`config.mk`:
```
export PLATFORM = sky130hd
export DESIGN_NAME = dmem_ahb3lite_top
export DESIGN_NICKNAME = d
export VERILOG_FILES = /design/src/hw/dmem_pkg.sv /design/src/hw/biu_ahb3lite.sv /design/src/hw/dmem_ahb3lite_top.sv /design/src/hw/dmem_nodcache_ctrl.sv /design/src/hw/dmem_req_queue.sv
export SDC_FILE = /design/constraint.sdc
export NUM_CORES = 1
export LEC_CHECK = 0
export BUFFER_PORTS_ARGS = -buffer_cell sky130_fd_sc_hd__buf_2
export CORE_ASPECT_RATIO = 0.7
export CORE_MARGIN = 4
export CORE_UTILIZATION = 57
export CTS_CLUSTER_DIAMETER = 50
export CTS_CLUSTER_SIZE = 14
export DETAILED_ROUTE_END_ITERATION = 8
export GPL_TIMING_DRIVEN = 0
export PLACE_DENSITY = 0.9
export SKIP_LAST_GASP = 1
export SYNTH_ARGS = -nofsm -noshare
export SYNTH_HDL_FRONTEND = slang
export SYNTH_SLANG_ARGS = --single-unit
```
`constraint.sdc`:
```
create_clock -name clk_i -period 7.9 [get_ports clk_i]
set_input_delay 1.58 -clock clk_i [delete_from_list [all_inputs] [get_ports clk_i]]
set_output_delay 1.58 -clock clk_i [all_outputs]
set_load 0.01 [all_outputs]
```
`src/hw/dmem_pkg.sv`:
```
// Data memory subsystem package
// Bus widths, AHB-Lite codes, transfer sizes and the packed request,
// response and bus structs shared by the controller, BIU and top

`default_nettype none

package dmem_pkg;

  ////////////////////////////////////////
  // Widths and constants
  ////////////////////////////////////////

  // CPU data and address widths
  localparam int XLEN = 32;
  localparam int ALEN = 32;

  // Only IDLE and NONSEQ are ever issued
  localparam logic [1:0] HTRANS_IDLE   = 2'b00;
  localparam logic [1:0] HTRANS_NONSEQ = 2'b10;

  // Single transfers only, no bursts
  localparam logic [2:0] HBURST_SINGLE = 3'b000;

  // Data access, privileged, non-bufferable, non-cacheable
  localparam logic [3:0] HPROT_DATA = 4'b0011;

  // Outstanding requests held by the controller
  localparam int QUEUE_DEPTH = 2;

  // Encoded as AHB HSIZE
  typedef enum logic [2:0] {
    BYTE  = 3'b000,
    HWORD = 3'b001,
    WORD  = 3'b010
  } biu_size_t;

  ////////////////////////////////////////
  // CPU side
  ////////////////////////////////////////

  // Load/store request, 69 bits
  typedef struct packed {
    logic [ALEN-1:0] adr;
    biu_size_t       size;
    logic            we;
    logic            lock;
    logic [XLEN-1:0] d;
  } dmem_req_t;

  // Response, valid with ack
  typedef struct packed {
    logic [XLEN-1:0] q;
    logic            err;
    logic            misaligned;
  } dmem_rsp_t;

  ////////////////////////////////////////
  // Controller to BIU
  ////////////////////////////////////////

  // Same fields as the CPU request
  typedef struct packed {
    logic [ALEN-1:0] adr;
    biu_size_t       size;
    logic            we;
    logic            lock;
    logic [XLEN-1:0] d;
  } biu_req_t;

  // Read data and bus error
  typedef struct packed {
    logic [XLEN-1:0] q;
    logic            err;
  } biu_rsp_t;

  ////////////////////////////////////////
  // AHB-Lite
  ////////////////////////////////////////

  // Master outputs
  typedef struct packed {
    logic            hsel;
    logic [ALEN-1:0] haddr;
    logic [XLEN-1:0] hwdata;
    logic            hwrite;
    logic [2:0]      hsize;
    logic [2:0]      hburst;
    logic [3:0]      hprot;
    logic [1:0]      htrans;
    logic            hmastlock;
  } ahb_m2s_t;

  // Slave inputs
  typedef struct packed {
    logic [XLEN-1:0] hrdata;
    logic            hready;
    logic            hresp;
  } ahb_s2m_t;

endpackage

`default_nettype wire

```
`src/hw/biu_ahb3lite.sv`:
```
// AHB-Lite bus interface unit
// Issues single NONSEQ transfers with the address phase of one
// request overlapping the data phase of the previous one

`timescale 1ns/1ps
`default_nettype none

module biu_ahb3lite
  import dmem_pkg::*;
(
  input  wire logic     clk_i,
  input  wire logic     arst_n_i,

  // Controller side
  input  wire logic     biu_stb_i,
  input  wire biu_req_t biu_req_i,
  output      logic     biu_stb_ack_o,
  output      logic     biu_ack_o,
  output      biu_rsp_t biu_rsp_o,

  // AHB-Lite master port
  output      ahb_m2s_t ahb_m_o,
  input  wire ahb_s2m_t ahb_s_i
);

  // Address phase
  logic            ap_hsel_q;
  logic [1:0]      ap_htrans_q;
  logic            ap_hmastlock_q;
  logic [ALEN-1:0] ap_haddr_q;
  logic [2:0]      ap_hsize_q;
  logic            ap_hwrite_q;
  // Write data waiting for its data phase
  logic [XLEN-1:0] ap_wdata_q;

  // Data phase
  logic            dp_pending_q;
  logic            dp_we_q;
  logic [XLEN-1:0] dp_hwdata_q;

  logic            hready;

  assign hready = ahb_s_i.hready;

  ////////////////////////////////////////
  // Address phase
  ////////////////////////////////////////

  // Request taken when the current address phase is accepted
  assign biu_stb_ack_o = biu_stb_i & hready;

  always_ff @(posedge clk_i, negedge arst_n_i)
  begin
    if (!arst_n_i)
    begin
      ap_hsel_q      <= 1'b0;
      ap_htrans_q    <= HTRANS_IDLE;
      ap_hmastlock_q <= 1'b0;
    end
    else if (hready)
    begin
      if (biu_stb_i)
      begin
        ap_hsel_q      <= 1'b1;
        ap_htrans_q    <= HTRANS_NONSEQ;
        ap_hmastlock_q <= biu_req_i.lock;
      end
      else
      begin
        ap_hsel_q      <= 1'b0;
        ap_htrans_q    <= HTRANS_IDLE;
        ap_hmastlock_q <= 1'b0;
      end
    end
  end

  // Payload only moves with a new request
  always_ff @(posedge clk_i)
  begin
    if (hready && biu_stb_i)
    begin
      ap_haddr_q  <= biu_req_i.adr;
      ap_hsize_q  <= biu_req_i.size;
      ap_hwrite_q <= biu_req_i.we;
      ap_wdata_q  <= biu_req_i.d;
    end
  end

  ////////////////////////////////////////
  // Data phase
  ////////////////////////////////////////

  // Pending when the accepted address phase was a real transfer
  always_ff @(posedge clk_i, negedge arst_n_i)
  begin
    if (!arst_n_i)
      dp_pending_q <= 1'b0;
    else if (hready)
      dp_pending_q <= (ap_htrans_q == HTRANS_NONSEQ);
  end

  // Held while the slave stretches the data phase
  always_ff @(posedge clk_i)
  begin
    if (hready)
    begin
      dp_we_q     <= ap_hwrite_q;
      dp_hwdata_q <= ap_wdata_q;
    end
  end

  // Data phase ends on hready, error only with hready
  assign biu_ack_o     = dp_pending_q & hready;
  assign biu_rsp_o.q   = dp_we_q ? '0 : ahb_s_i.hrdata;
  assign biu_rsp_o.err = ahb_s_i.hresp;

  ////////////////////////////////////////
  // Bus outputs
  ////////////////////////////////////////

  always_comb
  begin
    ahb_m_o.hsel      = ap_hsel_q;
    ahb_m_o.haddr     = ap_haddr_q;
    ahb_m_o.hwdata    = dp_hwdata_q;
    ahb_m_o.hwrite    = ap_hwrite_q;
    ahb_m_o.hsize     = ap_hsize_q;
    // Fixed burst and protection
    ahb_m_o.hburst    = HBURST_SINGLE;
    ahb_m_o.hprot     = HPROT_DATA;
    ahb_m_o.htrans    = ap_htrans_q;
    ahb_m_o.hmastlock = ap_hmastlock_q;
  end

endmodule

`default_nettype wire

```
`src/hw/dmem_ahb3lite_top.sv`:
```
// Data memory top with AHB-Lite master
// Connects the no-cache controller to the bus interface unit

`timescale 1ns/1ps
`default_nettype none

module dmem_ahb3lite_top
  import dmem_pkg::*;
(
  input  wire logic      clk_i,
  input  wire logic      arst_n_i,

  // Load/store unit
  input  wire logic      dmem_req_i,
  input  wire dmem_req_t dmem_req_d_i,
  output      logic      dmem_gnt_o,
  output      logic      dmem_ack_o,
  output      dmem_rsp_t dmem_rsp_o,

  // AHB-Lite
  output      ahb_m2s_t  ahb_m_o,
  input  wire ahb_s2m_t  ahb_s_i
);

  // Controller to BIU
  logic     biu_stb;
  logic     biu_stb_ack;
  logic     biu_ack;
  biu_req_t biu_req;
  biu_rsp_t biu_rsp;

  dmem_nodcache_ctrl ctrl0 (
    .clk_i         ( clk_i        ),
    .arst_n_i      ( arst_n_i     ),
    .mem_req_i     ( dmem_req_i   ),
    .mem_req_d_i   ( dmem_req_d_i ),
    .mem_gnt_o     ( dmem_gnt_o   ),
    .mem_ack_o     ( dmem_ack_o   ),
    .mem_rsp_o     ( dmem_rsp_o   ),
    .biu_stb_o     ( biu_stb      ),
    .biu_req_o     ( biu_req      ),
    .biu_stb_ack_i ( biu_stb_ack  ),
    .biu_ack_i     ( biu_ack      ),
    .biu_rsp_i     ( biu_rsp      ) );

  biu_ahb3lite biu0 (
    .clk_i         ( clk_i        ),
    .arst_n_i      ( arst_n_i     ),
    .biu_stb_i     ( biu_stb      ),
    .biu_req_i     ( biu_req      ),
    .biu_stb_ack_o ( biu_stb_ack  ),
    .biu_ack_o     ( biu_ack      ),
    .biu_rsp_o     ( biu_rsp      ),
    .ahb_m_o       ( ahb_m_o      ),
    .ahb_s_i       ( ahb_s_i      ) );

endmodule

`default_nettype wire

```
`src/hw/dmem_nodcache_ctrl.sv`:
```
// Data memory controller without cache
// Checks alignment, grants and queues requests, strobes aligned
// ones to the BIU and returns one registered response per request

`timescale 1ns/1ps
`default_nettype none

module dmem_nodcache_ctrl
  import dmem_pkg::*;
(
  input  wire logic      clk_i,
  input  wire logic      arst_n_i,

  // CPU side
  input  wire logic      mem_req_i,
  input  wire dmem_req_t mem_req_d_i,
  output      logic      mem_gnt_o,
  output      logic      mem_ack_o,
  output      dmem_rsp_t mem_rsp_o,

  // BIU side
  output      logic      biu_stb_o,
  output      biu_req_t  biu_req_o,
  input  wire logic      biu_stb_ack_i,
  input  wire logic      biu_ack_i,
  input  wire biu_rsp_t  biu_rsp_i
);

  logic      q_full;
  logic      q_empty;
  logic      q_push;
  logic      q_pop;
  dmem_req_t q_head;
  logic      q_head_mis;
  logic      mis_retire;
  // Bus requests launched but not yet acknowledged
  logic [1:0] outst_q;

  // HWORD needs bit 0 clear, WORD both low bits
  function automatic logic is_misaligned(input dmem_req_t r);
    case (r.size)
      HWORD:   return r.adr[0];
      WORD:    return |r.adr[1:0];
      default: return 1'b0;
    endcase
  endfunction

  ////////////////////////////////////////
  // Acceptance
  ////////////////////////////////////////

  assign mem_gnt_o = ~q_full;
  assign q_push    = mem_req_i & ~q_full;

  dmem_req_queue #(
    .DEPTH             ( QUEUE_DEPTH                ) )
  req_queue0 (
    .clk_i             ( clk_i                      ),
    .arst_n_i          ( arst_n_i                   ),
    .push_i            ( q_push                     ),
    .push_d_i          ( mem_req_d_i                ),
    .push_misaligned_i ( is_misaligned(mem_req_d_i) ),
    .pop_i             ( q_pop                      ),
    .full_o            ( q_full                     ),
    .empty_o           ( q_empty                    ),
    .head_o            ( q_head                     ),
    .head_misaligned_o ( q_head_mis                 ) );

  ////////////////////////////////////////
  // Dispatch
  ////////////////////////////////////////

  // Only aligned heads go to the bus
  assign biu_stb_o = ~q_empty & ~q_head_mis;
  assign biu_req_o = '{adr:  q_head.adr,
                       size: q_head.size,
                       we:   q_head.we,
                       lock: q_head.lock,
                       d:    q_head.d};

  // Misaligned head waits until the bus has drained, keeps order
  assign mis_retire = ~q_empty & q_head_mis & (outst_q == 2'd0);
  assign q_pop      = biu_stb_ack_i | mis_retire;

  always_ff @(posedge clk_i, negedge arst_n_i)
  begin
    if (!arst_n_i)
      outst_q <= 2'd0;
    else if (biu_stb_ack_i && !biu_ack_i)
      outst_q <= outst_q + 2'd1;
    else if (biu_ack_i && !biu_stb_ack_i)
      outst_q <= outst_q - 2'd1;
  end

  ////////////////////////////////////////
  // Response
  ////////////////////////////////////////

  // Bus ack and misaligned retire never coincide
  always_ff @(posedge clk_i, negedge arst_n_i)
  begin
    if (!arst_n_i)
      mem_ack_o <= 1'b0;
    else
      mem_ack_o <= biu_ack_i | mis_retire;
  end

  always_ff @(posedge clk_i)
  begin
    if (biu_ack_i)
    begin
      mem_rsp_o.q          <= biu_rsp_i.q;
      mem_rsp_o.err        <= biu_rsp_i.err;
      mem_rsp_o.misaligned <= 1'b0;
    end
    else
    begin
      // Misaligned access, no data
      mem_rsp_o.q          <= '0;
      mem_rsp_o.err        <= 1'b0;
      mem_rsp_o.misaligned <= mis_retire;
    end
  end

endmodule

`default_nettype wire

```
`src/hw/dmem_req_queue.sv`:
```
// Request queue
// Circular buffer that keeps accepted data requests in order,
// each with the misaligned flag decided at acceptance

`timescale 1ns/1ps
`default_nettype none

module dmem_req_queue
  import dmem_pkg::*;
#(
  parameter int DEPTH = QUEUE_DEPTH
)
(
  input  wire logic      clk_i,
  input  wire logic      arst_n_i,
  input  wire logic      push_i,
  input  wire dmem_req_t push_d_i,
  input  wire logic      push_misaligned_i,
  input  wire logic      pop_i,
  output      logic      full_o,
  output      logic      empty_o,
  output      dmem_req_t head_o,
  output      logic      head_misaligned_o
);

  // Keep pointers at least one bit wide
  localparam int PTR_W = (DEPTH > 1) ? $clog2(DEPTH) : 1;
  localparam int CNT_W = $clog2(DEPTH + 1);

  // Storage
  dmem_req_t        req_mem [DEPTH];
  logic             mis_mem [DEPTH];

  logic [PTR_W-1:0] wr_ptr_q;
  logic [PTR_W-1:0] rd_ptr_q;
  logic [CNT_W-1:0] cnt_q;

  // Entries, written at the tail
  always_ff @(posedge clk_i)
  begin
    if (push_i)
    begin
      req_mem[wr_ptr_q] <= push_d_i;
      mis_mem[wr_ptr_q] <= push_misaligned_i;
    end
  end

  // Pointers wrap at DEPTH
  always_ff @(posedge clk_i, negedge arst_n_i)
  begin
    if (!arst_n_i)
    begin
      wr_ptr_q <= '0;
      rd_ptr_q <= '0;
      cnt_q    <= '0;
    end
    else
    begin
      if (push_i)
        wr_ptr_q <= (wr_ptr_q == PTR_W'(DEPTH - 1)) ? '0 : wr_ptr_q + 1'b1;
      if (pop_i)
        rd_ptr_q <= (rd_ptr_q == PTR_W'(DEPTH - 1)) ? '0 : rd_ptr_q + 1'b1;
      // Simultaneous push and pop leaves the count alone
      if (push_i && !pop_i)
        cnt_q <= cnt_q + 1'b1;
      else if (pop_i && !push_i)
        cnt_q <= cnt_q - 1'b1;
    end
  end

  // Status and head entry
  assign full_o            = (cnt_q == CNT_W'(DEPTH));
  assign empty_o           = (cnt_q == '0);
  assign head_o            = req_mem[rd_ptr_q];
  assign head_misaligned_o = mis_mem[rd_ptr_q];

endmodule

`default_nettype wire
```
# Yosys cells after proc, flatten, opt, wreduce, memory -nomap -nowiden
# Memory sizes are Yosys's and may differ from the RTL's.
# Cells that the tools add are included.
# W data, S select, Z words.
dict set report op_classes {
  addsub 6
  n_eq_ne 4
  muxes 12
  n_bitwise 12
  reduce_logical 15
}
# operator n
set ops {}
lappend ops {{$mux W2} 5}
lappend ops {{$and A1 B1 Y1} 6}
lappend ops {{$mux W1} 6}
lappend ops {{$logic_and A1 B1 Y1} 5}
lappend ops {{$add A2 B1 Y2 const B} 2}
lappend ops {{$eq A2 B2 Y1 const B} 2}
lappend ops {{$logic_not A1 Y1} 4}
lappend ops {{$logic_not A2 Y1} 2}
lappend ops {{$not A1 Y1} 4}
lappend ops {{$reduce_bool A2 Y1} 2}
lappend ops {{$reduce_or A2 Y1} 2}
lappend ops {{$sub A2 B1 Y2 const B} 2}
lappend ops {{$eq A3 B1 Y1 const B} 1}
lappend ops {{$eq A3 B2 Y1 const B} 1}
lappend ops {{$add A1 B1 Y1 const B} 2}
lappend ops {{$or A1 B1 Y1} 2}
lappend ops {{$pmux W1 S2} 1}
dict set report totals {
  register_bits 147
  ramBits 140
  input_bits 106
  output_inout_bits 115
  memories 2
}
# name words width read_ports rd_ports_with_merged_regs wr line
set memory_table {}
lappend memory_table {ctrl0.req_queue0.req_mem 2 69 1 0 1 dmem_req_queue.sv:31} ;# dmem_req_t req_mem [DEPTH];
lappend memory_table {ctrl0.req_queue0.mis_mem 2 1 1 0 1 dmem_req_queue.sv:32} ;# logic mis_mem [DEPTH];

# Longest topological paths before layout
dict set report depth {
  ltp_word 8
  ltp_mapped 8
  ltp_nobuf 7
}

# Modules after synthesis
# From an unflattened synthesis, not the netlist that was laid out.
dict set report unflattened {
  hier_cells 485
  hier_area_um2 10164.7
}
# mod instances cells_each area_per_inst_um2
set modules_own_cells {}
lappend modules_own_cells {dmem_req_queue 1 234 5589.1}
lappend modules_own_cells {biu_ahb3lite 1 161 3479.6}
lappend modules_own_cells {dmem_nodcache_ctrl 1 90 1096.1}

# Worst setup path after synthesis
# No wires, ideal clock.
dict set report synth_path {
  path_kind {input-to-reg}
  start {in dmem_req_i}
  end {mem ctrl0.req_queue0.mis_mem[0], enable pin}
  setup_ps 498
  arrival_ps 4595
  required_ps 7402
  path_slack_ps 2807
  path_stages 2
  n_path_buf 0
  cell_sequence {nand2_1 > nor2_1}
}
dict set report synth_via {
  elab_chain_len 3
}
# item line
set synth_rtl {}
lappend synth_rtl {{start: declaration} dmem_ahb3lite_top.sv:14} ;# input wire logic dmem_req_i,
lappend synth_rtl {{$and A1 B1 Y1} dmem_nodcache_ctrl.sv:53} ;# assign q_push = mem_req_i & ~q_full;
lappend synth_rtl {{$mux W1} dmem_req_queue.sv:41} ;# if (push_i)
lappend synth_rtl {{$mux W1 (not written as such)} dmem_req_queue.sv:44} ;# mis_mem[wr_ptr_q] <= push_misaligned_i;
lappend synth_rtl {{end: declaration} dmem_req_queue.sv:32}
# No other way between the ends.

# Worst setup path in the final report
dict set report layout_path {
  start {in ahb_s_i[1] (netlist bit)}
  end {reg ctrl0.outst_q[1]}
}
dict set report layout_via {
  elab_chain_len 4
  word_cells_on_any_way 8
  cone_classes {1 x mux; 2 x bitwise; 5 x reduce/logical}
}
# item line
set layout_rtl {}
lappend layout_rtl {{start: declaration} dmem_ahb3lite_top.sv:22} ;# input wire ahb_s2m_t ahb_s_i
lappend layout_rtl {{$and A1 B1 Y1 (*)} biu_ahb3lite.sv:50} ;# assign biu_stb_ack_o = biu_stb_i & hready;
lappend layout_rtl {{via biu0.biu_stb_ack_o} biu_ahb3lite.sv:17} ;# output logic biu_stb_ack_o,
lappend layout_rtl {{$logic_not A1 Y1} dmem_nodcache_ctrl.sv:91} ;# else if (biu_ack_i && !biu_stb_ack_i)
lappend layout_rtl {{$logic_and A1 B1 Y1} dmem_nodcache_ctrl.sv:91}
lappend layout_rtl {{$reduce_bool A2 Y1 (no line)} -}
lappend layout_rtl {{end signal: assignment} dmem_nodcache_ctrl.sv:90} ;# outst_q <= outst_q + 2'd1;
lappend layout_rtl {{end signal: assignment} dmem_nodcache_ctrl.sv:92} ;# outst_q <= outst_q - 2'd1;
lappend layout_rtl {{end: declaration} dmem_nodcache_ctrl.sv:37} ;# logic [1:0] outst_q;
# The timed path passes the listed nets; every way through them passes the cells marked *.
# A chain may end at the register's enable or synchronous reset.

==> reports/metrics.yaml <==
status:
  outcome: "complete, no violations"
cts:
  cts_made_buffers: 24
  insertion_delay_ns: 0.51
  clockBufferDepth: 3
  cts_tree: "yes"
  clk_pin_slew_ns: 0.06
  cts-htree-levels: 1
  postCtsSetupBuffers: 0
  root_buffer: "clkbuf_16"
  clock_sinks: 285
  post_cts_resized: 0
  hold_buffers: 0
placed_design:
  place_inst: 894
  gp_congestion: 0.790
  port_buffers: 212
  dp_hpwl_mm: 12.1
sta:
  slew_violations: 0
  hold_slack_ns: 0.415
  hold_viol_final: 0
  setup_viol: 0
  finalSetupTns_ns: 0
  fmax_ghz: 0.264
  fin_crit_sh: 0.480
  final.min_clock_period_ns: 3.79
  tightest_slew_ns: 0.958
  finalClockSkew_ns: 0.0190
  rsz0062_at_grt: "no"
  relSlewSlack: 0.362
floorplanning:
  rows: 39
  dieArea_um2: 18900
  die_h_um: 116
  start_util: 0.584
  core-area_um2: 16300
  fp.dieW_um: 163
  num_io_pins: 221
pwr:
  power.density_nw_per_um2: 343
  leakage_nw: 4.50
  power_mw: 4.00
  ir_drop_mv: 0.186
critical_path:
  r2r_setup_slack_ns: 5.23
  worstReg2RegStart: "ctrl0.req_queue0.rd_ptr_q"
  cp.required_ns: 8.32
  worstSetupStartpoint: "ahb_s_i[1]"
  reg2reg_depth: 7
  path_class: "input pin to flip-flop"
  start_kind: "input pin"
  critical_path.endpoint: "ctrl0.outst_q[1]"
  cp.arrival_ns: 4.22
  cp-end-kind: "flip-flop"
  cp_max_fo: 69
  r2r_end: "ctrl0.outst_q[1]"
synth:
  ys_types: 25
  synth_top_area_share: 0.758
  synth_area_um2: 9540
  syn_area_per_cell_um2: 21.3
  synth_area_leaders: "edfxtp_1 (76%), mux2_2 (8.1%), dfxtp_1 (7.1%)"
  yosys_register_bits: 285
  synth_top_cell_by_area: "edfxtp_1"
  synth-seq-area-share: 0.856
  synth_cells: 448
  synth_warnings: 0
finish:
  finalNetCount: 803
  drive_above_1_share: 0.469
  syn2layout_area_growth_pct: 22.2
  post-route-util: 0.713
  instances_no_fill: 929
routing:
  drc: 0
  wl_per_cell_um: 18.9
  wirelength_mm: 17.5
  drt_pass1_iterations: 4
  avgViaCountPerCell: 5.02
  vias: 4660
  final_antenna_net_count: 0
  drt_iter0_drc: 273
global_routing:
  grt.total_usage: 0.180
  grt_max_degree: 70
  grt_pass1_vias: 4994
  antenna_found_initial: 2
  overflow: 0
  grt_pass1_wl_mm: 26.4
hold_path:
  min_path_type: "flip-flop to flip-flop"
job:
  cap_violations: 0
## through the flow
step           setup slack (ns)  area (um^2)
6_report                   4.11        11700
5_1_grt                    3.90        11700
4_1_cts                    4.03        11700
3_5_place_dp               3.53        11000
3_3_place_gp               1.16        10900
2_1_floorplan              2.81         9570
## cells in the final DEF (no fill, tap or decap), drive strengths merged, types with 8 or more instances in the layout
cell type,Yosys,layout
edfxtp,241,241
dfxtp,34,34
buf,14,229
mux2,69,69
clkbuf,9,41
dfrtp,10,10
and2,33,33
conb,2,8
## final cells by class
cell class                      instances  area [um^2]
Sequential cell                       285         8170
Fill cell                             972         4690
Multi-Input combinational cell        142         1260
Timing Repair Buffer                  215         1140
Clock buffer                           32          631
Tap cell                              225          282
Buffer                                 23          136
Clock inverter                          2         27.5
Inverter                                4         17.5
Antenna cell                            1         2.50
## logic make-up after synthesis
logic type | Yosys count | synth area share
fa+ha+maj | 2 | 0.00262
flops | 285 | 0.856
simple gates | 48 | 0.0302
buf+inv | 27 | 0.0159
other cells | 2 | 0.000787
mux | 71 | 0.0835
xor+xnor | 9 | 0.00905
compound gates | 4 | 0.00223
## where the power goes
group | total, mW | switching, mW | internal, mW | leakage (nW)
sequential | 2.17 | 0.0976 | 2.07 | 2.65
combinational | 0.803 | 0.447 | 0.356 | 1.53
clock | 1.03 | 0.471 | 0.557 | 0.318
## worst min-delay path by stage
stage	startpoint	endpoint	slack, ns	cells past startpoint
after global routing	biu0.ap_wdata_q[16]	biu0.dp_hwdata_q[16]	0.42	0
after floorplan	biu0.ap_wdata_q[0]	biu0.dp_hwdata_q[0]	0.40	0
final	biu0.ap_wdata_q[5]	biu0.dp_hwdata_q[5]	0.41	0
after global placement	biu0.ap_wdata_q[27]	biu0.dp_hwdata_q[27]	0.40	0
after CTS	biu0.ap_wdata_q[6]	biu0.dp_hwdata_q[6]	0.41	0
after detailed placement	biu0.ap_wdata_q[16]	biu0.dp_hwdata_q[16]	0.40	0
## cells in the mapped netlist
cell type / instances
conb_1: 2
and2_1: 32
nand2b_1: 1
o21ai_0: 1
nand3b_1: 2
and3_1: 2
buf_4: 13
and2_4: 1
nand2_1: 4
edfxtp_1: 241
mux2i_1: 2
clkbuf_1: 9
o22ai_1: 1
xnor2_2: 1
buf_2: 1
inv_1: 4
xor2_1: 5
mux2_2: 69
ha_1: 2
dfrtp_1: 10
dfxtp_1: 34
a21oi_1: 2
or4_4: 1
nor2_1: 5
xnor2_1: 3
## layer usage
metal,vias to the layer above,global-route usage,routed length [um]
met5,-,0,7
met4,2,0.0402,351
met3,29,0.0564,1570
met2,183,0.323,8850
met1,2297,0.218,6750
li1,2149,-,-
## registers in the layout (all words and copies together) (netlist names)
name	cells
ctrl0.req_queue0.req_mem	138
ctrl0.mem_rsp_o	34
biu0.ap_haddr_q	32
biu0.ap_wdata_q	32
biu0.dp_hwdata_q	32
biu0.ap_hsize_q	3
ctrl0.outst_q	2
ctrl0.req_queue0.cnt_q	2
ctrl0.req_queue0.mis_mem	2
biu0.ap_hmastlock_q	1
biu0.ap_hsel_q	1
biu0.ap_hwrite_q	1
biu0.dp_pending_q	1
biu0.dp_we_q	1
ctrl0.mem_ack_o	1
ctrl0.req_queue0.rd_ptr_q	1
ctrl0.req_queue0.wr_ptr_q	1
## worst max-delay path, cell delays in order
cell      delay (ns)
buf_2           0.69
nand3b_1        0.40
inv_4           0.77
ha_1            0.41
nor2_1          0.16
xor2_1          0.16
No activity file was read; power rests on OpenSTA's default activity.
